File: config.mk
export PLATFORM = sky130hd
export DESIGN_NAME = cpu_top
export DESIGN_NICKNAME = d
export VERILOG_FILES = /design/src/design/isa_pkg.sv /design/src/design/pipe_pkg.sv /design/src/design/control_unit.sv /design/src/design/register_file.sv /design/src/design/alu.sv /design/src/design/hazard_unit.sv /design/src/design/datapath.sv /design/src/design/cpu_top.sv
export SDC_FILE = /design/constraint.sdc
export NUM_CORES = 1
export LEC_CHECK = 0
export ABC_CLOCK_PERIOD_IN_PS = 5100
export BUFFER_PORTS_ARGS = -buffer_cell sky130_fd_sc_hd__buf_4
export CORE_ASPECT_RATIO = 1.2
export CORE_MARGIN = 1.5
export CORE_UTILIZATION = 57
export CTS_BUF_LIST = sky130_fd_sc_hd__clkbuf_8
export DETAILED_ROUTE_END_ITERATION = 16
export PLACE_DENSITY_LB_ADDON = 0.1
export SETUP_SLACK_MARGIN = 0.05
export SYNTH_ARGS = -nofsm -noshare
export SYNTH_HDL_FRONTEND = slang
export SYNTH_SLANG_ARGS = --single-unit
File: constraint.sdc
create_clock -name Clk -period 5.1 [get_ports Clk]
set_clock_uncertainty 0.15 [all_clocks]
set_input_delay 0.255 -clock Clk [delete_from_list [all_inputs] [get_ports Clk]]
set_output_delay 0.255 -clock Clk [all_outputs]
set_load 0.01 [all_outputs]
File: src/design/isa_pkg.sv
package isa_pkg;

    // data and address width
    parameter int word_size = 16;

    // instruction field positions
    parameter int opcode_lsb   = 12;
    parameter int rs_lsb       = 10;
    parameter int rt_lsb       = 8;
    parameter int rd_lsb       = 6;
    parameter int imm_width    = 8;
    parameter int func_width   = 6;
    parameter int target_width = 12;

    typedef enum logic [3:0] {
        op_bne   = 4'd0,
        op_beq   = 4'd1,
        op_bgz   = 4'd2,
        op_blz   = 4'd3,
        op_adi   = 4'd4,
        op_ori   = 4'd5,
        op_lhi   = 4'd6,
        op_lwd   = 4'd7,
        op_swd   = 4'd8,
        op_jmp   = 4'd9,
        op_jal   = 4'd10,
        op_rtype = 4'd15
    } opcode_e;

    // function codes of r-type instructions
    typedef enum logic [5:0] {
        fn_add = 6'd0,
        fn_sub = 6'd1,
        fn_and = 6'd2,
        fn_orr = 6'd3,
        fn_not = 6'd4,
        fn_tcp = 6'd5,
        fn_shl = 6'd6,
        fn_shr = 6'd7,
        fn_jpr = 6'd25,
        fn_jrl = 6'd26,
        fn_wwd = 6'd28,
        fn_hlt = 6'd29
    } func_e;

endpackage

File: src/design/pipe_pkg.sv
package pipe_pkg;

    typedef enum logic [3:0] {
        alu_add,
        alu_sub,
        alu_and,
        alu_or,
        alu_not,
        alu_tcp,
        alu_shl,
        alu_shr,
        alu_lhi,
        alu_pass_a
    } alu_op_e;

    // where an execute-stage operand comes from
    typedef enum logic [1:0] {
        from_idex  = 2'd0,
        from_exmem = 2'd1,
        from_memwb = 2'd2
    } fwd_sel_e;

endpackage

File: src/design/control_unit.sv
`timescale 1ns/1ns

module control_unit (
    input  isa_pkg::opcode_e  opcode,
    input  isa_pkg::func_e    func,
    output logic              reg_dst,
    output logic              alu_src,
    output logic              is_branch,
    output logic              is_jump_i,
    output logic              is_jump_r,
    output logic              mem_read,
    output logic              mem_write,
    output logic              mem_to_reg,
    output logic              reg_write,
    output logic              is_wwd,
    output logic              is_halt,
    output pipe_pkg::alu_op_e alu_op
);

    always_comb begin
        reg_dst    = 1'b0;
        alu_src    = 1'b0;
        is_branch  = 1'b0;
        is_jump_i  = 1'b0;
        is_jump_r  = 1'b0;
        mem_read   = 1'b0;
        mem_write  = 1'b0;
        mem_to_reg = 1'b0;
        reg_write  = 1'b0;
        is_wwd     = 1'b0;
        is_halt    = 1'b0;
        alu_op     = pipe_pkg::alu_add;
        case (opcode)
            isa_pkg::op_bne, isa_pkg::op_beq, isa_pkg::op_bgz, isa_pkg::op_blz: begin
                is_branch = 1'b1;
            end
            isa_pkg::op_adi, isa_pkg::op_ori, isa_pkg::op_lhi: begin
                alu_src   = 1'b1;
                reg_write = 1'b1;
                if (opcode == isa_pkg::op_ori) begin
                    alu_op = pipe_pkg::alu_or;
                end else if (opcode == isa_pkg::op_lhi) begin
                    alu_op = pipe_pkg::alu_lhi;
                end
            end
            isa_pkg::op_lwd: begin
                alu_src    = 1'b1;
                mem_read   = 1'b1;
                mem_to_reg = 1'b1;
                reg_write  = 1'b1;
            end
            isa_pkg::op_swd: begin
                alu_src   = 1'b1;
                mem_write = 1'b1;
            end
            isa_pkg::op_jmp: is_jump_i = 1'b1;
            isa_pkg::op_jal: begin
                // return address goes to register 2
                is_jump_i = 1'b1;
                reg_write = 1'b1;
            end
            isa_pkg::op_rtype: begin
                case (func)
                    isa_pkg::fn_wwd: begin
                        is_wwd = 1'b1;
                        alu_op = pipe_pkg::alu_pass_a;
                    end
                    isa_pkg::fn_jpr: is_jump_r = 1'b1;
                    isa_pkg::fn_jrl: begin
                        is_jump_r = 1'b1;
                        reg_write = 1'b1;
                    end
                    isa_pkg::fn_hlt: is_halt = 1'b1;
                    default: begin
                        reg_dst   = 1'b1;
                        reg_write = 1'b1;
                        case (func)
                            isa_pkg::fn_sub: alu_op = pipe_pkg::alu_sub;
                            isa_pkg::fn_and: alu_op = pipe_pkg::alu_and;
                            isa_pkg::fn_orr: alu_op = pipe_pkg::alu_or;
                            isa_pkg::fn_not: alu_op = pipe_pkg::alu_not;
                            isa_pkg::fn_tcp: alu_op = pipe_pkg::alu_tcp;
                            isa_pkg::fn_shl: alu_op = pipe_pkg::alu_shl;
                            isa_pkg::fn_shr: alu_op = pipe_pkg::alu_shr;
                            default:         alu_op = pipe_pkg::alu_add;
                        endcase
                    end
                endcase
            end
            default: alu_op = pipe_pkg::alu_add;
        endcase
    end

endmodule

File: src/design/register_file.sv
`timescale 1ns/1ns

module register_file (
    input  logic                          Clk,
    input  logic                          rst_n,
    input  logic [1:0]                    rs,
    input  logic [1:0]                    rt,
    input  logic [1:0]                    rd,
    input  logic [isa_pkg::word_size-1:0] write_data,
    input  logic                          reg_write,
    output logic [isa_pkg::word_size-1:0] read_rs,
    output logic [isa_pkg::word_size-1:0] read_rt
);

    logic [isa_pkg::word_size-1:0] regs [4];

    always_ff @(posedge Clk or negedge rst_n) begin
        if (!rst_n) begin
            for (int i = 0; i < 4; i++) begin
                regs[i] <= '0;
            end
        end else if (reg_write) begin
            regs[rd] <= write_data;
        end
    end

    // write-first so decode sees what write-back writes this cycle
    assign read_rs = (reg_write && rd == rs) ? write_data : regs[rs];
    assign read_rt = (reg_write && rd == rt) ? write_data : regs[rt];

endmodule

File: src/design/alu.sv
`timescale 1ns/1ns

module alu (
    input  logic [isa_pkg::word_size-1:0] a,
    input  logic [isa_pkg::word_size-1:0] b,
    input  pipe_pkg::alu_op_e             op,
    input  isa_pkg::opcode_e              opcode,
    output logic [isa_pkg::word_size-1:0] result,
    output logic                          branch_taken
);

    localparam int ws = isa_pkg::word_size;

    always_comb begin
        case (op)
            pipe_pkg::alu_add:    result = a + b;
            pipe_pkg::alu_sub:    result = a - b;
            pipe_pkg::alu_and:    result = a & b;
            pipe_pkg::alu_or:     result = a | b;
            pipe_pkg::alu_not:    result = ~a;
            pipe_pkg::alu_tcp:    result = ~a + ws'(1);
            pipe_pkg::alu_shl:    result = {a[ws-2:0], 1'b0};
            // arithmetic shift keeps the sign
            pipe_pkg::alu_shr:    result = {a[ws-1], a[ws-1:1]};
            pipe_pkg::alu_lhi:    result = {b[7:0], 8'b0};
            default:              result = a;
        endcase
    end

    // bgz and blz look at rs alone
    always_comb begin
        case (opcode)
            isa_pkg::op_bne: branch_taken = (a != b);
            isa_pkg::op_beq: branch_taken = (a == b);
            isa_pkg::op_bgz: branch_taken = !a[ws-1] && (a != '0);
            isa_pkg::op_blz: branch_taken = a[ws-1];
            default:         branch_taken = 1'b0;
        endcase
    end

endmodule

File: src/design/hazard_unit.sv
`timescale 1ns/1ns

module hazard_unit (
    input  logic [1:0]         idex_rs,
    input  logic [1:0]         idex_rt,
    input  logic [1:0]         exmem_rd,
    input  logic               exmem_reg_write,
    input  logic [1:0]         memwb_rd,
    input  logic               memwb_reg_write,
    input  logic [1:0]         id_rs,
    input  logic [1:0]         id_rt,
    input  logic               id_use_rs,
    input  logic               id_use_rt,
    input  logic [1:0]         idex_rd,
    input  logic               idex_mem_read,
    output pipe_pkg::fwd_sel_e fwd_a,
    output pipe_pkg::fwd_sel_e fwd_b,
    output logic               stall
);

    // the younger result in memory wins over write-back
    assign fwd_a = (exmem_reg_write && exmem_rd == idex_rs) ? pipe_pkg::from_exmem :
                   (memwb_reg_write && memwb_rd == idex_rs) ? pipe_pkg::from_memwb :
                                                              pipe_pkg::from_idex;

    assign fwd_b = (exmem_reg_write && exmem_rd == idex_rt) ? pipe_pkg::from_exmem :
                   (memwb_reg_write && memwb_rd == idex_rt) ? pipe_pkg::from_memwb :
                                                              pipe_pkg::from_idex;

    // load data only exists after memory, so hold decode one cycle
    assign stall = idex_mem_read &&
                   ((id_use_rs && idex_rd == id_rs) || (id_use_rt && idex_rd == id_rt));

endmodule

File: src/design/datapath.sv
`timescale 1ns/1ns

module datapath (
    input  logic                          Clk,
    input  logic                          rst_n,
    output logic                          read_inst,
    output logic [isa_pkg::word_size-1:0] inst_addr,
    input  logic [isa_pkg::word_size-1:0] inst_data,
    output logic                          read_data,
    output logic                          write_data,
    output logic [isa_pkg::word_size-1:0] data_addr,
    output logic [isa_pkg::word_size-1:0] data_wr,
    input  logic [isa_pkg::word_size-1:0] data_rd,
    input  logic                          reg_dst,
    input  logic                          alu_src,
    input  logic                          is_branch,
    input  logic                          is_jump_i,
    input  logic                          is_jump_r,
    input  logic                          mem_read,
    input  logic                          mem_write,
    input  logic                          mem_to_reg,
    input  logic                          reg_write,
    input  logic                          is_wwd,
    input  logic                          is_halt,
    input  pipe_pkg::alu_op_e             alu_op,
    output isa_pkg::opcode_e              opcode,
    output isa_pkg::func_e                func,
    output logic                          is_halted,
    output logic [isa_pkg::word_size-1:0] num_inst,
    output logic [isa_pkg::word_size-1:0] output_port
);

    localparam int ws = isa_pkg::word_size;

    logic [ws-1:0]     pc;
    logic [ws-1:0]     next_pc;
    logic [ws-1:0]     pc_plus_one;

    logic              ifid_bubble;
    logic [ws-1:0]     ifid_inst;
    logic [ws-1:0]     ifid_pc_next;

    logic              idex_bubble;
    logic [ws-1:0]     idex_pc_next;
    logic [ws-1:0]     idex_rs_val;
    logic [ws-1:0]     idex_rt_val;
    logic [ws-1:0]     idex_imm;
    logic [1:0]        idex_rs;
    logic [1:0]        idex_rt;
    logic [1:0]        idex_rd;
    isa_pkg::opcode_e  idex_opcode;
    pipe_pkg::alu_op_e idex_alu_op;
    logic              idex_alu_src;
    logic              idex_is_branch;
    logic              idex_is_jump_r;
    logic              idex_link;
    logic              idex_mem_read;
    logic              idex_mem_write;
    logic              idex_mem_to_reg;
    logic              idex_reg_write;
    logic              idex_is_wwd;
    logic              idex_is_halt;

    logic              exmem_bubble;
    logic [ws-1:0]     exmem_result;
    logic [ws-1:0]     exmem_store;
    logic [1:0]        exmem_rd;
    logic              exmem_mem_read;
    logic              exmem_mem_write;
    logic              exmem_mem_to_reg;
    logic              exmem_reg_write;
    logic              exmem_is_wwd;
    logic              exmem_is_halt;

    logic              memwb_bubble;
    logic [ws-1:0]     memwb_result;
    logic [ws-1:0]     memwb_load;
    logic [1:0]        memwb_rd;
    logic              memwb_mem_to_reg;
    logic              memwb_reg_write;
    logic              memwb_is_wwd;
    logic              memwb_is_halt;

    logic [1:0]        id_rs;
    logic [1:0]        id_rt;
    logic [1:0]        id_rd;
    logic [7:0]        id_imm8;
    logic [ws-1:0]     id_imm;
    logic [ws-1:0]     id_rs_val;
    logic [ws-1:0]     id_rt_val;
    logic              id_use_rs;
    logic              id_use_rt;
    logic              id_jump_i;
    logic              stall;

    pipe_pkg::fwd_sel_e fwd_a;
    pipe_pkg::fwd_sel_e fwd_b;
    logic [ws-1:0]     ex_rs_val;
    logic [ws-1:0]     ex_rt_val;
    logic [ws-1:0]     alu_b;
    logic [ws-1:0]     alu_result;
    logic [ws-1:0]     ex_result;
    logic              branch_taken;
    logic              ex_jump_r;
    logic              ex_branch;
    logic              ex_redirect;

    logic              mem_reg_write;
    logic              halt_wb;
    logic              wb_write;
    logic [ws-1:0]     wb_data;

    // fetch
    assign read_inst   = !is_halted;
    assign inst_addr   = pc;
    assign pc_plus_one = pc + ws'(1);

    // decode
    assign opcode    = isa_pkg::opcode_e'(ifid_inst[isa_pkg::opcode_lsb +: 4]);
    assign func      = isa_pkg::func_e'(ifid_inst[isa_pkg::func_width-1:0]);
    assign id_rs     = ifid_inst[isa_pkg::rs_lsb +: 2];
    assign id_rt     = ifid_inst[isa_pkg::rt_lsb +: 2];
    assign id_imm8   = ifid_inst[isa_pkg::imm_width-1:0];
    // ori takes its immediate unsigned
    assign id_imm    = (opcode == isa_pkg::op_ori) ? ws'(id_imm8) : ws'($signed(id_imm8));
    assign id_rd     = (reg_write && (is_jump_i || is_jump_r)) ? 2'd2 :
                       reg_dst ? ifid_inst[isa_pkg::rd_lsb +: 2] : id_rt;
    assign id_use_rs = !ifid_bubble && !is_jump_i && opcode != isa_pkg::op_lhi;
    assign id_use_rt = !ifid_bubble &&
                       (opcode inside {isa_pkg::op_bne, isa_pkg::op_beq, isa_pkg::op_swd} ||
                        (opcode == isa_pkg::op_rtype && func inside {isa_pkg::fn_add,
                         isa_pkg::fn_sub, isa_pkg::fn_and, isa_pkg::fn_orr}));
    // a redirect from execute squashes the jump sitting in decode
    assign id_jump_i = !ifid_bubble && is_jump_i && !ex_redirect;

    // execute
    assign ex_rs_val   = (fwd_a == pipe_pkg::from_exmem) ? exmem_result :
                         (fwd_a == pipe_pkg::from_memwb) ? wb_data : idex_rs_val;
    assign ex_rt_val   = (fwd_b == pipe_pkg::from_exmem) ? exmem_result :
                         (fwd_b == pipe_pkg::from_memwb) ? wb_data : idex_rt_val;
    assign alu_b       = idex_alu_src ? idex_imm : ex_rt_val;
    assign ex_result   = idex_link ? idex_pc_next : alu_result;
    assign ex_jump_r   = !idex_bubble && idex_is_jump_r;
    assign ex_branch   = !idex_bubble && idex_is_branch && branch_taken;
    assign ex_redirect = ex_jump_r || ex_branch;

    always_comb begin
        if (stall) begin
            next_pc = pc;
        end else if (ex_jump_r) begin
            next_pc = ex_rs_val;
        end else if (id_jump_i) begin
            next_pc = {ifid_pc_next[ws-1:isa_pkg::target_width],
                       ifid_inst[isa_pkg::target_width-1:0]};
        end else if (ex_branch) begin
            next_pc = idex_pc_next + idex_imm;
        end else begin
            next_pc = pc_plus_one;
        end
    end

    // nothing younger than a retiring hlt touches memory
    assign halt_wb       = !memwb_bubble && memwb_is_halt;
    assign read_data     = !exmem_bubble && exmem_mem_read && !halt_wb;
    assign write_data    = !exmem_bubble && exmem_mem_write && !halt_wb;
    assign data_addr     = exmem_result;
    assign data_wr       = exmem_store;
    assign mem_reg_write = !exmem_bubble && exmem_reg_write;

    // write-back
    assign wb_write = !memwb_bubble && memwb_reg_write;
    assign wb_data  = memwb_mem_to_reg ? memwb_load : memwb_result;

    register_file u_regs (
        .Clk        (Clk),
        .rst_n      (rst_n),
        .rs         (id_rs),
        .rt         (id_rt),
        .rd         (memwb_rd),
        .write_data (wb_data),
        .reg_write  (wb_write),
        .read_rs    (id_rs_val),
        .read_rt    (id_rt_val)
    );

    alu u_alu (
        .a            (ex_rs_val),
        .b            (alu_b),
        .op           (idex_alu_op),
        .opcode       (idex_opcode),
        .result       (alu_result),
        .branch_taken (branch_taken)
    );

    hazard_unit u_hazard (
        .idex_rs         (idex_rs),
        .idex_rt         (idex_rt),
        .exmem_rd        (exmem_rd),
        .exmem_reg_write (mem_reg_write),
        .memwb_rd        (memwb_rd),
        .memwb_reg_write (wb_write),
        .id_rs           (id_rs),
        .id_rt           (id_rt),
        .id_use_rs       (id_use_rs),
        .id_use_rt       (id_use_rt),
        .idex_rd         (idex_rd),
        .idex_mem_read   (!idex_bubble && idex_mem_read),
        .fwd_a           (fwd_a),
        .fwd_b           (fwd_b),
        .stall           (stall)
    );

    always_ff @(posedge Clk or negedge rst_n) begin
        if (!rst_n) begin
            pc           <= '0;
            ifid_bubble  <= 1'b1;
            idex_bubble  <= 1'b1;
            exmem_bubble <= 1'b1;
            memwb_bubble <= 1'b1;
            is_halted    <= 1'b0;
            num_inst     <= '0;
            output_port  <= '0;
        end else if (!is_halted) begin
            if (!memwb_bubble) begin
                num_inst <= num_inst + ws'(1);
                if (memwb_is_wwd) begin
                    output_port <= memwb_result;
                end
            end
            if (halt_wb) begin
                is_halted    <= 1'b1;
                ifid_bubble  <= 1'b1;
                idex_bubble  <= 1'b1;
                exmem_bubble <= 1'b1;
                memwb_bubble <= 1'b1;
            end else begin
                pc           <= next_pc;
                ifid_bubble  <= stall ? ifid_bubble : (ex_redirect || id_jump_i);
                idex_bubble  <= stall || ex_redirect || ifid_bubble;
                exmem_bubble <= idex_bubble;
                memwb_bubble <= exmem_bubble;
            end
        end
    end

    // stage payload that the bubble bits qualify
    always_ff @(posedge Clk) begin
        if (!is_halted) begin
            if (!stall) begin
                ifid_inst    <= inst_data;
                ifid_pc_next <= pc_plus_one;
            end
            idex_pc_next     <= ifid_pc_next;
            idex_rs_val      <= id_rs_val;
            idex_rt_val      <= id_rt_val;
            idex_imm         <= id_imm;
            idex_rs          <= id_rs;
            idex_rt          <= id_rt;
            idex_rd          <= id_rd;
            idex_opcode      <= opcode;
            idex_alu_op      <= alu_op;
            idex_alu_src     <= alu_src;
            idex_is_branch   <= is_branch;
            idex_is_jump_r   <= is_jump_r;
            idex_link        <= reg_write && (is_jump_i || is_jump_r);
            idex_mem_read    <= mem_read;
            idex_mem_write   <= mem_write;
            idex_mem_to_reg  <= mem_to_reg;
            idex_reg_write   <= reg_write;
            idex_is_wwd      <= is_wwd;
            idex_is_halt     <= is_halt;
            exmem_result     <= ex_result;
            exmem_store      <= ex_rt_val;
            exmem_rd         <= idex_rd;
            exmem_mem_read   <= idex_mem_read;
            exmem_mem_write  <= idex_mem_write;
            exmem_mem_to_reg <= idex_mem_to_reg;
            exmem_reg_write  <= idex_reg_write;
            exmem_is_wwd     <= idex_is_wwd;
            exmem_is_halt    <= idex_is_halt;
            memwb_result     <= exmem_result;
            memwb_load       <= data_rd;
            memwb_rd         <= exmem_rd;
            memwb_mem_to_reg <= exmem_mem_to_reg;
            memwb_reg_write  <= exmem_reg_write;
            memwb_is_wwd     <= exmem_is_wwd;
            memwb_is_halt    <= exmem_is_halt;
        end
    end

    // every live instruction in decode carries an opcode of the ISA
    a_known_opcode: assert property (@(posedge Clk) disable iff (!rst_n)
        !ifid_bubble |-> opcode inside {isa_pkg::op_bne, isa_pkg::op_beq, isa_pkg::op_bgz,
            isa_pkg::op_blz, isa_pkg::op_adi, isa_pkg::op_ori, isa_pkg::op_lhi,
            isa_pkg::op_lwd, isa_pkg::op_swd, isa_pkg::op_jmp, isa_pkg::op_jal,
            isa_pkg::op_rtype});

    // once halted no store may start
    a_no_store_halted: assert property (@(posedge Clk) disable iff (!rst_n)
        is_halted |-> !$rose(write_data));

endmodule

File: src/design/cpu_top.sv
`timescale 1ns/1ns

module cpu_top (
    input  logic                          Clk,
    input  logic                          rst_n,
    output logic                          read_inst,
    output logic [isa_pkg::word_size-1:0] inst_addr,
    input  logic [isa_pkg::word_size-1:0] inst_data,
    output logic                          read_data,
    output logic                          write_data,
    output logic [isa_pkg::word_size-1:0] data_addr,
    output logic [isa_pkg::word_size-1:0] data_wr,
    input  logic [isa_pkg::word_size-1:0] data_rd,
    output logic                          is_halted,
    output logic [isa_pkg::word_size-1:0] num_inst,
    output logic [isa_pkg::word_size-1:0] output_port
);

    isa_pkg::opcode_e  opcode;
    isa_pkg::func_e    func;
    pipe_pkg::alu_op_e alu_op;
    logic reg_dst;
    logic alu_src;
    logic is_branch;
    logic is_jump_i;
    logic is_jump_r;
    logic mem_read;
    logic mem_write;
    logic mem_to_reg;
    logic reg_write;
    logic is_wwd;
    logic is_halt;

    control_unit u_ctrl (
        .opcode     (opcode),
        .func       (func),
        .reg_dst    (reg_dst),
        .alu_src    (alu_src),
        .is_branch  (is_branch),
        .is_jump_i  (is_jump_i),
        .is_jump_r  (is_jump_r),
        .mem_read   (mem_read),
        .mem_write  (mem_write),
        .mem_to_reg (mem_to_reg),
        .reg_write  (reg_write),
        .is_wwd     (is_wwd),
        .is_halt    (is_halt),
        .alu_op     (alu_op)
    );

    datapath u_dp (
        .Clk         (Clk),
        .rst_n       (rst_n),
        .read_inst   (read_inst),
        .inst_addr   (inst_addr),
        .inst_data   (inst_data),
        .read_data   (read_data),
        .write_data  (write_data),
        .data_addr   (data_addr),
        .data_wr     (data_wr),
        .data_rd     (data_rd),
        .reg_dst     (reg_dst),
        .alu_src     (alu_src),
        .is_branch   (is_branch),
        .is_jump_i   (is_jump_i),
        .is_jump_r   (is_jump_r),
        .mem_read    (mem_read),
        .mem_write   (mem_write),
        .mem_to_reg  (mem_to_reg),
        .reg_write   (reg_write),
        .is_wwd      (is_wwd),
        .is_halt     (is_halt),
        .alu_op      (alu_op),
        .opcode      (opcode),
        .func        (func),
        .is_halted   (is_halted),
        .num_inst    (num_inst),
        .output_port (output_port)
    );

endmodule

==> results of run 1 <==
==> per-layer routing <==
layer	vias to the layer above	GRT usage, %	wire, um
met1	7166	45.2	21900
met3	149	4.76	3830
met5	-	0	0
met2	723	58.6	27000
met4	0	17.8	2880
li1	6452	-	-
==> stage by stage <==
step,utilization [%],total power [uW],instance area (um2),setup WS [ns]
floorplan,-,5890,17600,0.0897
global placement,63.0,7020,19100,0.470
CTS,67.3,9230,20400,0.403
global route,67.3,9730,20500,0.100
detailed placement,63.0,7110,19100,0.461
finish,67.3,9260,20500,0.400
==> synthesized netlist by cell type, drive strengths merged, types with 31 or more instances <==
| library cell | count | share of area [%] |
|---|---|---|
| edfxtp | 189 | 32 |
| nor2 | 151 | 3.2 |
| a21oi | 141 | 4.0 |
| nand2 | 124 | 2.6 |
| dfrtp | 113 | 16 |
| o21ai | 111 | 3.2 |
| clkbuf | 65 | 1.4 |
| ha | 65 | 4.6 |
| inv | 63 | 1.4 |
| xnor2 | 51 | 2.7 |
| mux2 | 38 | 2.4 |
| nand4 | 33 | 1.2 |
| mux4 | 32 | 4.1 |
| mux2i | 31 | 1.9 |
==> report_power, final <==
group	switching, uW	internal, uW
combinational	1870	1450
sequential	507	3340
clock	1020	1080
total	3390	5870
==> cells in the final DEF, fill, tap and decap left out, types with 60 or more instances in the layout <==
| master | n |
|---|---|
| o21ai_0 | 103 |
| ha_1 | 65 |
| a21oi_1 | 140 |
| edfxtp_1 | 189 |
| nand2_1 | 123 |
| buf_4 | 193 |
| clkbuf_8 | 60 |
| dfrtp_1 | 113 |
| nor2_1 | 148 |
| inv_1 | 75 |
==> kinds of logic after synthesis <==
logic type	count (synthesis)
simple gates	459
compound gates	454
flops	306
buf+inv	160
mux	101
xor+xnor	75
fa+ha+maj	68
==> layout make-up <==
cell class,count,area [um2],area share (%)
flip-flops and latches,306,8610,42.1
multi-input cells,1157,8290,40.5
repair buffers,228,1820,8.89
clock buffers,60,826,4.04
well taps,396,495,2.42
inverters,66,263,1.28
clock inverters,33,156,0.765
==> timing repair <==
| item | CTS | global route |
|---|---|---|
| endpoints found under the setup margin | 0 | 3 |
| hold buffers | 33 | 0 |
| hold endpoints to repair | 113 | 0 |
| gates resized for setup | 0 | 3 |
==> worst max-delay path by stage <==
stage	end	cells past startpoint
floorplan	u_dp.inst_addr[9]$_DFFE_PN0P_	21
CTS	u_dp.data_addr[13]$_DFFE_PN_	18
finish	u_dp.data_addr[12]$_DFFE_PN_	18
global route	u_dp.inst_addr[7]$_DFFE_PN0P_	19
global placement	u_dp.data_addr[13]$_DFFE_PN_	19
detailed placement	u_dp.data_addr[13]$_DFFE_PN_	19
==> results by group, run 1 <==
Yosys
  – Yosys cell types: 89
  – Yosys reg bits: 306
  – Sequential area share after synthesis: 49.0%
  – Synthesized Nets: approximately 1700
  – Post-Synth Adder-Cell Area: 4.97%
  – Synth Flop Type: edfxtp_1
  – EDFF count, synth: 189
  – Ys async rst share: 38.2%
  – Simple-gate portion of the synthesized area: about an eighth
  – Compound-cell area share of the yosys netlist: 17.0%
  – Largest family of logic cells by synthesized area: compound AO/OA/AOI/OAI gates
  – Multiplexer share of the synthesized area: 8.41%
  – Post-Synthesis Cells: 1623
  – Post-Syn Area per Cell: 10.8 um2
  – Synthesized area: 17600 um2
  – Warning count from the yosys run: 0
  – Post-synthesis xor/xnor area fraction: a little under 4%

Detailed routing
  – Detailed Route WL: 55600 um
  – Routed Antenna Nets: 0
  – Vias per inst: 6.45
  – Pre-Repair DR Iteration Count: 5
  – DR WL/cell: 24.8 um
  – Drt first-iter violations: 1227
  – DRC: 0
  – Vias: approximately 14000

Timing
  – RSZ-0062 raised after global routing: false
  – Worst slew pin tran: 1.32 ns
  – Final setup fails: 0
  – Setup TNS: 0 ns
  – Final Hold Fails: 0
  – Hold_ws: 0.200 ns
  – Tcrit/Tclk final: 92.1%
  – Max Fclk: 213 MHz
  – Max-slew headroom: 11.3%
  – Fin crit period: 4.70 ns
  – Slew Viols, Final: 0

Critical path
  – Worst setup path startpoint: u_dp.memwb_bubble$_DFFE_PN1N_
  – WP data required: 5.28 ns
  – Crit-path slowest cell: fa_1
  – Slowest Stage Delay on Critical Path: 0.49 ns
  – Startpoint class of the critical path: register
  – RR Startpoint: u_dp.memwb_bubble$_DFFE_PN1N_
  – Worst path cell trace: nand2b_1 -> nor3_2 -> buf_12 -> o211ai_1 -> o21ai_1 -> mux2i_1 -> inv_1 -> ha_1 -> inv_1 -> fa_1 -> nand2b_1 -> a21oi_1 -> o31ai_1 -> a221oi_1 -> a221o_1 -> a22o_1 -> o21ai_0 -> a21oi_1
  – Crit path buf inv count: 3
  – Register-to-Register Path Depth: 18
  – Critical path class: reg2reg
  – Crit Reg-Reg Endpoint: u_dp.data_addr[12]$_DFFE_PN_
  – Worst path arrival time: 4.88 ns
  – Worst-path fanout max: 32
  – CP endpoint kind: register
  – Delay-heaviest family, CP: compound AO/OA/AOI/OAI gates
  – Internal reg-to-reg setup slack: 0.40 ns

Place
  – GPL Wtd Cong: around 1.0
  – DP Cell Count: roughly 2100
  – Dpl hpwl: 40100 um
  – Buffers on Ports: around 120

Layout
  – Layout cells sized above 1: 21.6%
  – Non-Filler Instances: between 2000 and 2500
  – FILL cells: 2382
  – Nets: ~1900
  – Area grow syn2layout: 16.4%
  – Max reg flops: 64
  – N_diodes: 0
  – Reg with most FFs: u_dp.u_regs.regs

Pwr
  – PD cells: about 450 nW/um2
  – IR drop worst, VDD: 0.344 mV
  – Static leakage: 0.00822 uW

Clock tree
  – Setup Fix Bufs, Post-CTS: 0
  – Worst-Skew Late Latency: 0.63 ns
  – Clock-pin slew on the worst setup and hold paths: around 0.06 ns
  – TritonCTS clock tree: done
  – Cts bufs inserted: 50
  – Root buf cell: clkbuf_8
  – Bufs on Longest Clock Path: 3
  – Maximum level of the CTS H-tree: 2
  – Num Clock Sinks: 306

Outcome
  – Outcome: finished, final reports clean

Floorplan
  – Width of the die: 163 um
  – Die Y: 195 um
  – Core ar.: 30400 um2
  – Full die area: 31900 um2
  – Top Ports: 118
  – Starting Density: 57.8%
  – Std-Cell Rows: 70

Global routing
  – Initial antenna violation count: 0
  – Gr ovfl total: 0
  – Pin count of the biggest net entering global routing: 83
  – Vias in the first global route: 13970
  – Total Routing Usage GR: 35.3%
  – First-pass GRT wire length: 83800 um

Run
  – Max-Cap Viols: 0

Min path
  – Hold Path Cell Cnt: 2
  – Hold crit path type: in2reg
  – Worst hold path startpoint: data_rd[5]
  – Worst Hold End: u_dp.memwb_load[5]$_DFFE_PN_
No activity file was read; power rests on OpenSTA's default activity.
==> run 2: changes to the inputs <==
--- a/config.mk
+++ b/config.mk
@@ -5,6 +5,7 @@
 export SDC_FILE = /design/constraint.sdc
 export NUM_CORES = 1
 export LEC_CHECK = 0
+export ABC_AREA = 1
 export ABC_CLOCK_PERIOD_IN_PS = 5100
 export BUFFER_PORTS_ARGS = -buffer_cell sky130_fd_sc_hd__buf_4
 export CORE_ASPECT_RATIO = 1.2
@@ -12,6 +13,7 @@
 export CORE_UTILIZATION = 57
 export CTS_BUF_LIST = sky130_fd_sc_hd__clkbuf_8
 export DETAILED_ROUTE_END_ITERATION = 16
+export GPL_TIMING_DRIVEN = 0
 export PLACE_DENSITY_LB_ADDON = 0.1
 export SETUP_SLACK_MARGIN = 0.05
 export SYNTH_ARGS = -nofsm -noshare
==> results by group, run 2 <==
Clock tree
  – TritonCTS clock tree: done
  – Clock-pin slew on the worst setup and hold paths: 0.07 ns (about the same)
  – Cts bufs inserted: 49 (-2.0%)
  – Num Clock Sinks: 306 (unchanged)
  – Bufs on Longest Clock Path: 3 (unchanged)
  – Worst-Skew Late Latency: 0.62 ns (about the same)
  – Root buf cell: clkbuf_8
  – Maximum level of the CTS H-tree: 2 (unchanged)

Yosys
  – Post-synth top area cell: edfxtp_1
  – Count leader, synth: nand2_1
  – Area contributors post-synth: edfxtp_1 32%, dfrtp_1 16%, nand2_1 8.4%
  – Synthesized Nets: 2129 (+23%)
  – Warning count from the yosys run: 0 (unchanged)
  – List of most frequent post-synthesis cells: 394 x nand2_1, 217 x inv_1, 192 x o21ai_0
  – Post-Syn Area per Cell: 8.68 um2 (-20%)
  – Post-Synthesis Cells: 2027 (+25%)
  – Sequential area share after synthesis: 48.9% (-0.087 points)
  – Synth Flop Type: edfxtp_1
  – Ys async rst share: 38.2% (unchanged)
  – Yosys cell types: 57 (-36%)
  – Yosys reg bits: 306 (unchanged)
  – EDFF count, synth: 189 (unchanged)
  – Synthesized area: 17600 um2 (+0.18%)
  – Synth top area share: 32.3% (-0.057 points)

Critical path
  – Worst path arrival time: 4.92 ns (+0.04 ns)
  – Startpoint class of the critical path: register
  – Worst-path fanout max: 8 (-75%)
  – CP endpoint kind: register
  – Crit Reg-Reg Endpoint: u_dp.data_addr[15]$_DFFE_PN_
  – RR Startpoint: u_dp.memwb_mem_to_reg$_DFFE_PN_
  – Register-to-Register Path Depth: 26 (+8)
  – Critical path class: reg2reg
  – WP data required: 5.28 ns (about the same)
  – Internal reg-to-reg setup slack: 0.36 ns (-0.04 ns)

Detailed routing
  – Routed Antenna Nets: 0 (unchanged)
  – Pre-Repair DR Iteration Count: 6 (+1)
  – Detailed Route WL: 58300 um (+4.9%)
  – DR WL/cell: 21.8 um (-12%)
  – Vias per inst: 6.03 (-6.5%)
  – Drt first-iter violations: 1661 (+35%)
  – DRC: 0 (unchanged)
  – Vias: 16122 (+11%)

Place
  – Buffers on Ports: 117 (unchanged)
  – GPL Wtd Cong: 1.01 (-2.7%)
  – Placed inst area: 19100 um2 (-0.27%)
  – Dpl hpwl: 44000 um (+9.7%)
  – DP Cell Count: 2543 (+20%)

Pwr
  – Net load switching power: 1050 uW (-69%)
  – Sequential group share of total power: 53.5% (+12 points)
  – Clk pwr share: 45.1% (+23 points)
  – PD cells: 236 nW/um2 (-48%)
  – Final Power: 4890 uW (-47%)
  – Static leakage: 0.00888 uW (+8.0%)
  – Combinational share of power: 1.3% (-35 points)
  – Sw frac: 21.5% (-15 points)
  – IR drop worst, VDD: 0.361 mV (+5.0%)
  – Total internal power: 3840 uW (-35%)

Timing
  – Final Hold Fails: 0 (unchanged)
  – Final setup fails: 0 (unchanged)
  – Fin crit period: 4.74 ns (+0.0377 ns)
  – Setup TNS: 0 ns (unchanged)
  – Max Fclk: 211 MHz (-0.79%)
  – Tcrit/Tclk final: 92.9% (+0.74 points)
  – Worst slew pin tran: 1.09 ns (-0.231 ns)
  – Slew Viols, Final: 0 (unchanged)
  – RSZ-0062 raised after global routing: false
  – Max-slew headroom: 27.2% (+16 points)

Layout
  – Most common cell after layout, fill and taps aside: nand2_1
  – Area grow syn2layout: 17.4%
  – Multi-input logic area: 7930 um2 (-4.3%)
  – Most frequent cells in the layout: 393 x nand2_1, 233 x inv_1, 189 x edfxtp_1, 175 x a21oi_1, 174 x o21ai_0
  – Non-Filler Instances: 2673 (+19%)
  – Register area: 8610 um2 (unchanged)
  – Reg with most FFs: u_dp.u_regs.regs
  – Max reg flops: 64 (unchanged)
  – Util after Layout: 68.0% (+0.66 points)
  – Nets: 2338 (+22%)
  – Layout cells sized above 1: 15.2% (-6.4 points)
  – N_diodes: 0 (unchanged)
  – Cell area after layout: 20700 um2 (+0.98%)
  – FILL cells: 2449 (+2.8%)

Global routing
  – First-pass GRT wire length: 88400 um (+5.6%)
  – Vias in the first global route: 15622 (+12%)
  – Initial antenna violation count: 2 (+2)
  – Total Routing Usage GR: 36.8% (+1.5 points)
  – Pin count of the biggest net entering global routing: 87 (+4.8%)
  – Gr ovfl total: 0 (unchanged)

Floorplan
  – Std-Cell Rows: 70 (unchanged)
  – Full die area: 31900 um2 (+0.18%)
  – Starting Density: 57.9% (+0.10 points)
  – Die Y: 195 um (about the same)
  – Core ar.: 30400 um2 (unchanged)
  – Top Ports: 118 (unchanged)
  – Width of the die: 163 um (about the same)

Run
  – Max-Cap Viols: 0 (unchanged)

Min path
  – Hold crit path type: in2async

Outcome
  – Outcome: finished, final reports clean
run 2: cells by family after synthesis:
kind of cell               count (synthesis)  synth area share, %
buffers and inverters                    310                 7.02
xor gates and xnor gates                  57                 2.84
and+or+nand+nor                          748                 18.3
AOI/OAI and AO/OA                        520                 16.8
DFF                                      306                 48.9
muxes                                     18                 1.15
adders and majority gates                 68                 4.96
run 2: through the flow:
step           hold slack, ns  setup slack [ns]
2_1_floorplan          -0.191             0.757
4_1_cts                0.0408            0.0453
3_5_place_dp           0.0514            -0.696
3_3_place_gp            0.251            -0.776
6_report               0.0699             0.363
5_1_grt                0.0600            0.0512
run 2: final cells by class:
class | instances | share of cell area [%]
flip-flops and latches | 306 | 41.7
multi-input cells | 1411 | 38.4
repair buffers | 158 | 6.51
inverters | 234 | 4.30
clock buffers | 54 | 3.60
well taps | 396 | 2.40
plain buffers | 76 | 1.74
clock inverters | 38 | 1.38
run 2: worst max path at each step:
stage                     cells after the start                            start                        endpoint  slack, ns
after floorplan                               3         u_dp.is_halted$_DFF_PN0_   u_dp.memwb_bubble$_DFFE_PN1N_       0.76
after global placement                        9     u_dp.ifid_inst[11]$_DFFE_PP_  u_dp.inst_addr[14]$_DFFE_PN0P_      -0.78
after detailed placement                     25  u_dp.memwb_mem_to_reg$_DFFE_PN_  u_dp.inst_addr[12]$_DFFE_PN0P_      -0.70
after CTS                                    28    u_dp.memwb_bubble$_DFFE_PN1N_   u_dp.inst_addr[8]$_DFFE_PN0P_       0.05
after global routing                         26  u_dp.memwb_mem_to_reg$_DFFE_PN_  u_dp.inst_addr[12]$_DFFE_PN0P_       0.05
final                                        26  u_dp.memwb_mem_to_reg$_DFFE_PN_    u_dp.data_addr[15]$_DFFE_PN_       0.36
run 2: worst max-delay path, cell delays in order (launching register included):
cell and delay (ns):
edfxtp_1 0.45, buf_6 0.18, inv_2 0.10, or2_2 0.30, o21ai_2 0.12, inv_2 0.12
nand2_1 0.11, a21oi_2 0.13, o21ai_2 0.28, inv_1 0.13, ha_1 0.29, clkbuf_1 0.30
inv_2 0.12, nor3_1 0.20, nand2_1 0.07, nand2_1 0.13, a21boi_0 0.16, o21ai_2 0.23
nand2_1 0.10, nand2_1 0.07, nand2_1 0.05, nand3_1 0.08, nand4_1 0.08, nor2_1 0.18
nand3_1 0.16, nand2_1 0.09, nand2_1 0.07
run 2: repair_timing:
action,in CTS,in global routing
pin swaps,1,1
resized for setup,17,46
hold buffers,34,0
endpoints found under the hold margin,147,0
setup endpoints to repair,27,26
setup buffers,1,3
run 2: power by group through the flow:
stage | clock network, uW | logic, uW | registers (uW)
floorplan | 0 | 0.00436 | 2670
global placement | 0 | 38.0 | 2660
CTS | 2220 | 65.6 | 2620
finish | 2200 | 65.2 | 2620
detailed placement | 0 | 42.4 | 2660
global route | 2330 | 71.8 | 2610
run 2: per-layer routing:
| layer | GRT usage [%] | share of wire (%) |
|---|---|---|
| met2 | 60.2 | 47 |
| met4 | 17.5 | 5.4 |
| met5 | 0 | 0.091 |
| met3 | 6.54 | 9.3 |
| met1 | 47.1 | 39 |
==> run 3: changes to the inputs <==
--- a/config.mk
+++ b/config.mk
@@ -5,12 +5,11 @@
 export SDC_FILE = /design/constraint.sdc
 export NUM_CORES = 1
 export LEC_CHECK = 0
-export ABC_AREA = 1
 export ABC_CLOCK_PERIOD_IN_PS = 5100
 export BUFFER_PORTS_ARGS = -buffer_cell sky130_fd_sc_hd__buf_4
 export CORE_ASPECT_RATIO = 1.2
 export CORE_MARGIN = 1.5
-export CORE_UTILIZATION = 57
+export CORE_UTILIZATION = 58
 export CTS_BUF_LIST = sky130_fd_sc_hd__clkbuf_8
 export DETAILED_ROUTE_END_ITERATION = 16
 export GPL_TIMING_DRIVEN = 0
@@ -18,4 +17,5 @@
 export SETUP_SLACK_MARGIN = 0.05
 export SYNTH_ARGS = -nofsm -noshare
 export SYNTH_HDL_FRONTEND = slang
+export SYNTH_HIERARCHICAL = 1
 export SYNTH_SLANG_ARGS = --single-unit
==> results by group, run 3 <==
Outcome
  – Outcome: finished, final reports clean

Clock tree
  – Worst-Skew Late Latency: 0.62 ns (about the same)
  – Num Clock Sinks: 308 (+0.65%)
  – Clock-pin slew on the worst setup and hold paths: 0.07 ns (about the same)
  – Cts bufs inserted: 49 (unchanged)
  – Bufs on Longest Clock Path: 3 (unchanged)
  – Root buf cell: clkbuf_8
  – TritonCTS clock tree: done
  – Maximum level of the CTS H-tree: 2 (unchanged)

Place
  – Buffers on Ports: 117 (unchanged)
  – Dpl hpwl: 43200 um (-1.8%)
  – GPL Wtd Cong: 0.993 (-1.9%)

Floorplan
  – Top Ports: 118 (unchanged)
  – Starting Density: 59.4% (+1.5 points)
  – Std-Cell Rows: 71 (+1.4%)
  – Full die area: 33400 um2 (+4.6%)
  – Core ar.: 31500 um2 (+3.8%)
  – Width of the die: 167 um (+2.2%)
  – Die Y: 200 um (+2.3%)

Yosys
  – Post-synth top area cell: edfxtp_1
  – Count leader, synth: edfxtp_1
  – Yosys reg bits: 308 (+0.65%)
  – Sequential area share after synthesis: 46.3% (-2.7 points)
  – Warning count from the yosys run: 6 (+6)
  – Synthesized area: 18700 um2 (+6.5%)
  – Ys async rst share: 38.0% (-0.25 points)
  – List of most frequent post-synthesis cells: 191 x edfxtp_1, 145 x mux2_2, 113 x dfrtp_1
  – EDFF count, synth: 191 (+1.1%)
  – Post-Synthesis Cells: 1638 (-19%)
  – Synth Flop Type: edfxtp_1
  – Yosys cell types: 96 (+68%)
  – Area contributors post-synth: edfxtp_1 31%, dfrtp_1 15%, mux2_2 8.7%
  – Synthesized Nets: 1740 (-18%)
  – Synth top area share: 30.6% (-1.6 points)
  – Post-Syn Area per Cell: 11.4 um2 (+32%)

Global routing
  – First-pass GRT wire length: 89400 um (+1.1%)
  – Vias in the first global route: 14875 (-4.8%)
  – Gr ovfl total: 0 (unchanged)
  – Pin count of the biggest net entering global routing: 99 (+14%)
  – Initial antenna violation count: 1 (-1)
  – Total Routing Usage GR: 35.8% (-0.94 points)

Critical path
  – CP most frequent cell: buf_4
  – WP data required: 5.48 ns (+0.20 ns)
  – Crit-path slowest cell: edfxtp_1
  – Critical path class: reg2reg
  – Slowest Stage Delay on Critical Path: 0.43 ns (-0.02 ns)
  – Delay-heaviest family, CP: simple AND/OR/NAND/NOR gates
  – Worst path arrival time: 5.47 ns (+0.55 ns)
  – Worst-path fanout max: 9 (+1)
  – CP endpoint kind: register
  – Worst path cell trace: buf_4 -> xnor2_2 -> nand3_2 -> nor2_4 -> buf_8 -> nor2_1 -> a211oi_4 -> or2_4 -> inv_1 -> ha_2 -> nor4_4 -> buf_4 -> nand4_1 -> xor2_1 -> nor2_2 -> a2111oi_4 -> nand3b_1 -> buf_6 -> nand2_4 -> o221a_4 -> a221oi_2 -> a211oi_1
  – Startpoint class of the critical path: register
  – Internal reg-to-reg setup slack: 0.01 ns (-0.35 ns)
  – Crit path buf inv count: 5 (-1)

Pwr
  – Sequential group share of total power: 38.0% (-16 points)
  – Net load switching power: 3690 uW (+250%)
  – Clk pwr share: 21.2% (-24 points)
  – Static leakage: 0.00937 uW (+5.5%)
  – IR drop worst, VDD: 0.419 mV (+16%)
  – Total internal power: 6520 uW (+70%)
  – Sw frac: 36.2% (+15 points)
  – Combinational share of power: 40.8% (+39 points)
  – PD cells: 441 nW/um2 (+87%)

Detailed routing
  – Detailed Route WL: 60800 um (+4.2%)
  – Drt first-iter violations: 1546 (-6.9%)
  – DRC: 0 (unchanged)
  – Pre-Repair DR Iteration Count: 6 (unchanged)
  – Routed Antenna Nets: 0 (unchanged)
  – Vias: 15216 (-5.6%)
  – DR WL/cell: 25.8 um (+18%)
  – Vias per inst: 6.45 (+6.9%)

Timing
  – RSZ-0062 raised after global routing: true
  – Max-slew headroom: 16.3% (-11 points)
  – Hold_ws: 0.101 ns (+0.0316 ns)
  – Tcrit/Tclk final: 99.8% (+6.9 points)
  – Final Hold Fails: 0 (unchanged)
  – Worst slew pin tran: 1.25 ns (+0.157 ns)
  – Fin crit period: 5.09 ns (+0.353 ns)
  – Setup TNS: 0 ns (unchanged)
  – Slew Viols, Final: 0 (unchanged)
  – Final setup fails: 0 (unchanged)
  – Max Fclk: 196 MHz (-6.9%)

Layout
  – Reg with most FFs: u_dp/u_regs/regs
  – Nets: 2020 (-14%)
  – Layout cells sized above 1: 35.9% (+21 points)
  – Most common cell after layout, fill and taps aside: buf_4
  – Util after Layout: 73.4% (+5.4 points)
  – Most frequent cells in the layout: 215 x buf_4, 191 x edfxtp_1, 134 x mux2_2, 113 x dfrtp_1, 99 x nand2_1
  – Max reg flops: 64 (unchanged)
  – Area grow syn2layout: 23.5%
  – N_diodes: 0 (unchanged)

Min path
  – Hold crit path type: in2async

Run
  – Max-Cap Viols: 0 (unchanged)
-- run 3: metrics by stage --
stage / area (um2) / instances / setup slack [ns] / power, uW
after CTS: 22400 / 2319 / 0.0509 / 9870
after detailed placement: 20200 / 2159 / -2.30 / 7450
final: 23100 / 2360 / 0.0100 / 10200
after floorplan: 18800 / 1638 / 0.0878 / 6220
after global placement: 20200 / 2156 / -2.20 / 7370
after global routing: 23100 / 2360 / -0.108 / 10600
-- run 3: logic make-up after synthesis --
kind of cell	synth area share [%]
AND/OR/NAND/NOR	11.0
buffers and inverters	4.56
flip-flops	46.3
XOR/XNOR	3.23
AO/OA/AOI/OAI	13.3
multiplexers	17.0
adder cells (fa/ha/maj)	4.66
-- run 3: worst paths after layout --
check                                               startpoint                                to  cells past startpoint
max in group asynchronous                                rst_n  u_dp/output_port[12]$_DFFE_PN0P_                      3
worst max-delay path                u_dp/memwb_rd[1]$_DFFE_PN_    u_dp/inst_addr[13]$_DFFE_PN0P_                     22
worst min register to register  u_dp/ifid_pc_next[1]$_DFFE_PP_    u_dp/idex_pc_next[1]$_DFFE_PN_                      0
min in group Clk                                  inst_data[3]       u_dp/ifid_inst[3]$_DFFE_PP_                      2
worst min-delay path                                     rst_n  u_dp/u_regs/regs[60]$_DFFE_PN0P_                      3
worst max register to register      u_dp/memwb_rd[1]$_DFFE_PN_    u_dp/inst_addr[13]$_DFFE_PN0P_                     22
-- run 3: timing repair --
| action | CTS | global route |
|---|---|---|
| cloned | 1 | 0 |
| resized for setup | 136 | 128 |
| endpoints found under the setup margin | 29 | 26 |
| hold buffers | 34 | 0 |
| endpoints found under the hold margin | 145 | 0 |
| pin swaps | 32 | 52 |
| buffers inserted | 38 | 44 |
-- run 3: layout make-up --
class | count | area [um2]
multi-input cells | 1148 | 10000
flip-flops and latches | 308 | 8670
fillers | 2170 | 8390
repair buffers | 237 | 1960
clock buffers | 55 | 757
plain buffers | 88 | 636
well taps | 401 | 502
inverters | 86 | 335
clock inverters | 37 | 248
-- run 3: power groups by stage --
stage | sequential [uW] | clock [uW] | combinational (uW)
after floorplan | 3810 | 0 | 2410
after CTS | 3860 | 2190 | 3820
after global routing | 3940 | 2290 | 4410
after global placement | 3890 | 0 | 3480
final | 3880 | 2170 | 4170
after detailed placement | 3900 | 0 | 3560
-- run 3: worst reg2reg max path, stage by stage, from the launching register on --
cell and delay, ns:
edfxtp_1 0.43, buf_4 0.17, xnor2_2 0.14, nand3_2 0.12
nor2_4 0.18, buf_8 0.15, nor2_1 0.07, a211oi_4 0.38
or2_4 0.29, inv_1 0.08, ha_2 0.33, nor4_4 0.27
buf_4 0.19, nand4_1 0.28, xor2_1 0.30, nor2_2 0.09
a2111oi_4 0.35, nand3b_1 0.26, buf_6 0.20, nand2_4 0.10
o221a_4 0.19, a221oi_2 0.03, a211oi_1 0.26
-- run 3: routing by layer --
layer | vias to the layer above | global-route usage, % | share of wire (%)
li1 | 6736 | - | -
met1 | 7478 | 46.0 | 39
met2 | 840 | 59.8 | 48
met3 | 160 | 5.56 | 7.9
met4 | 2 | 17.9 | 4.6
met5 | - | 0 | 0.021
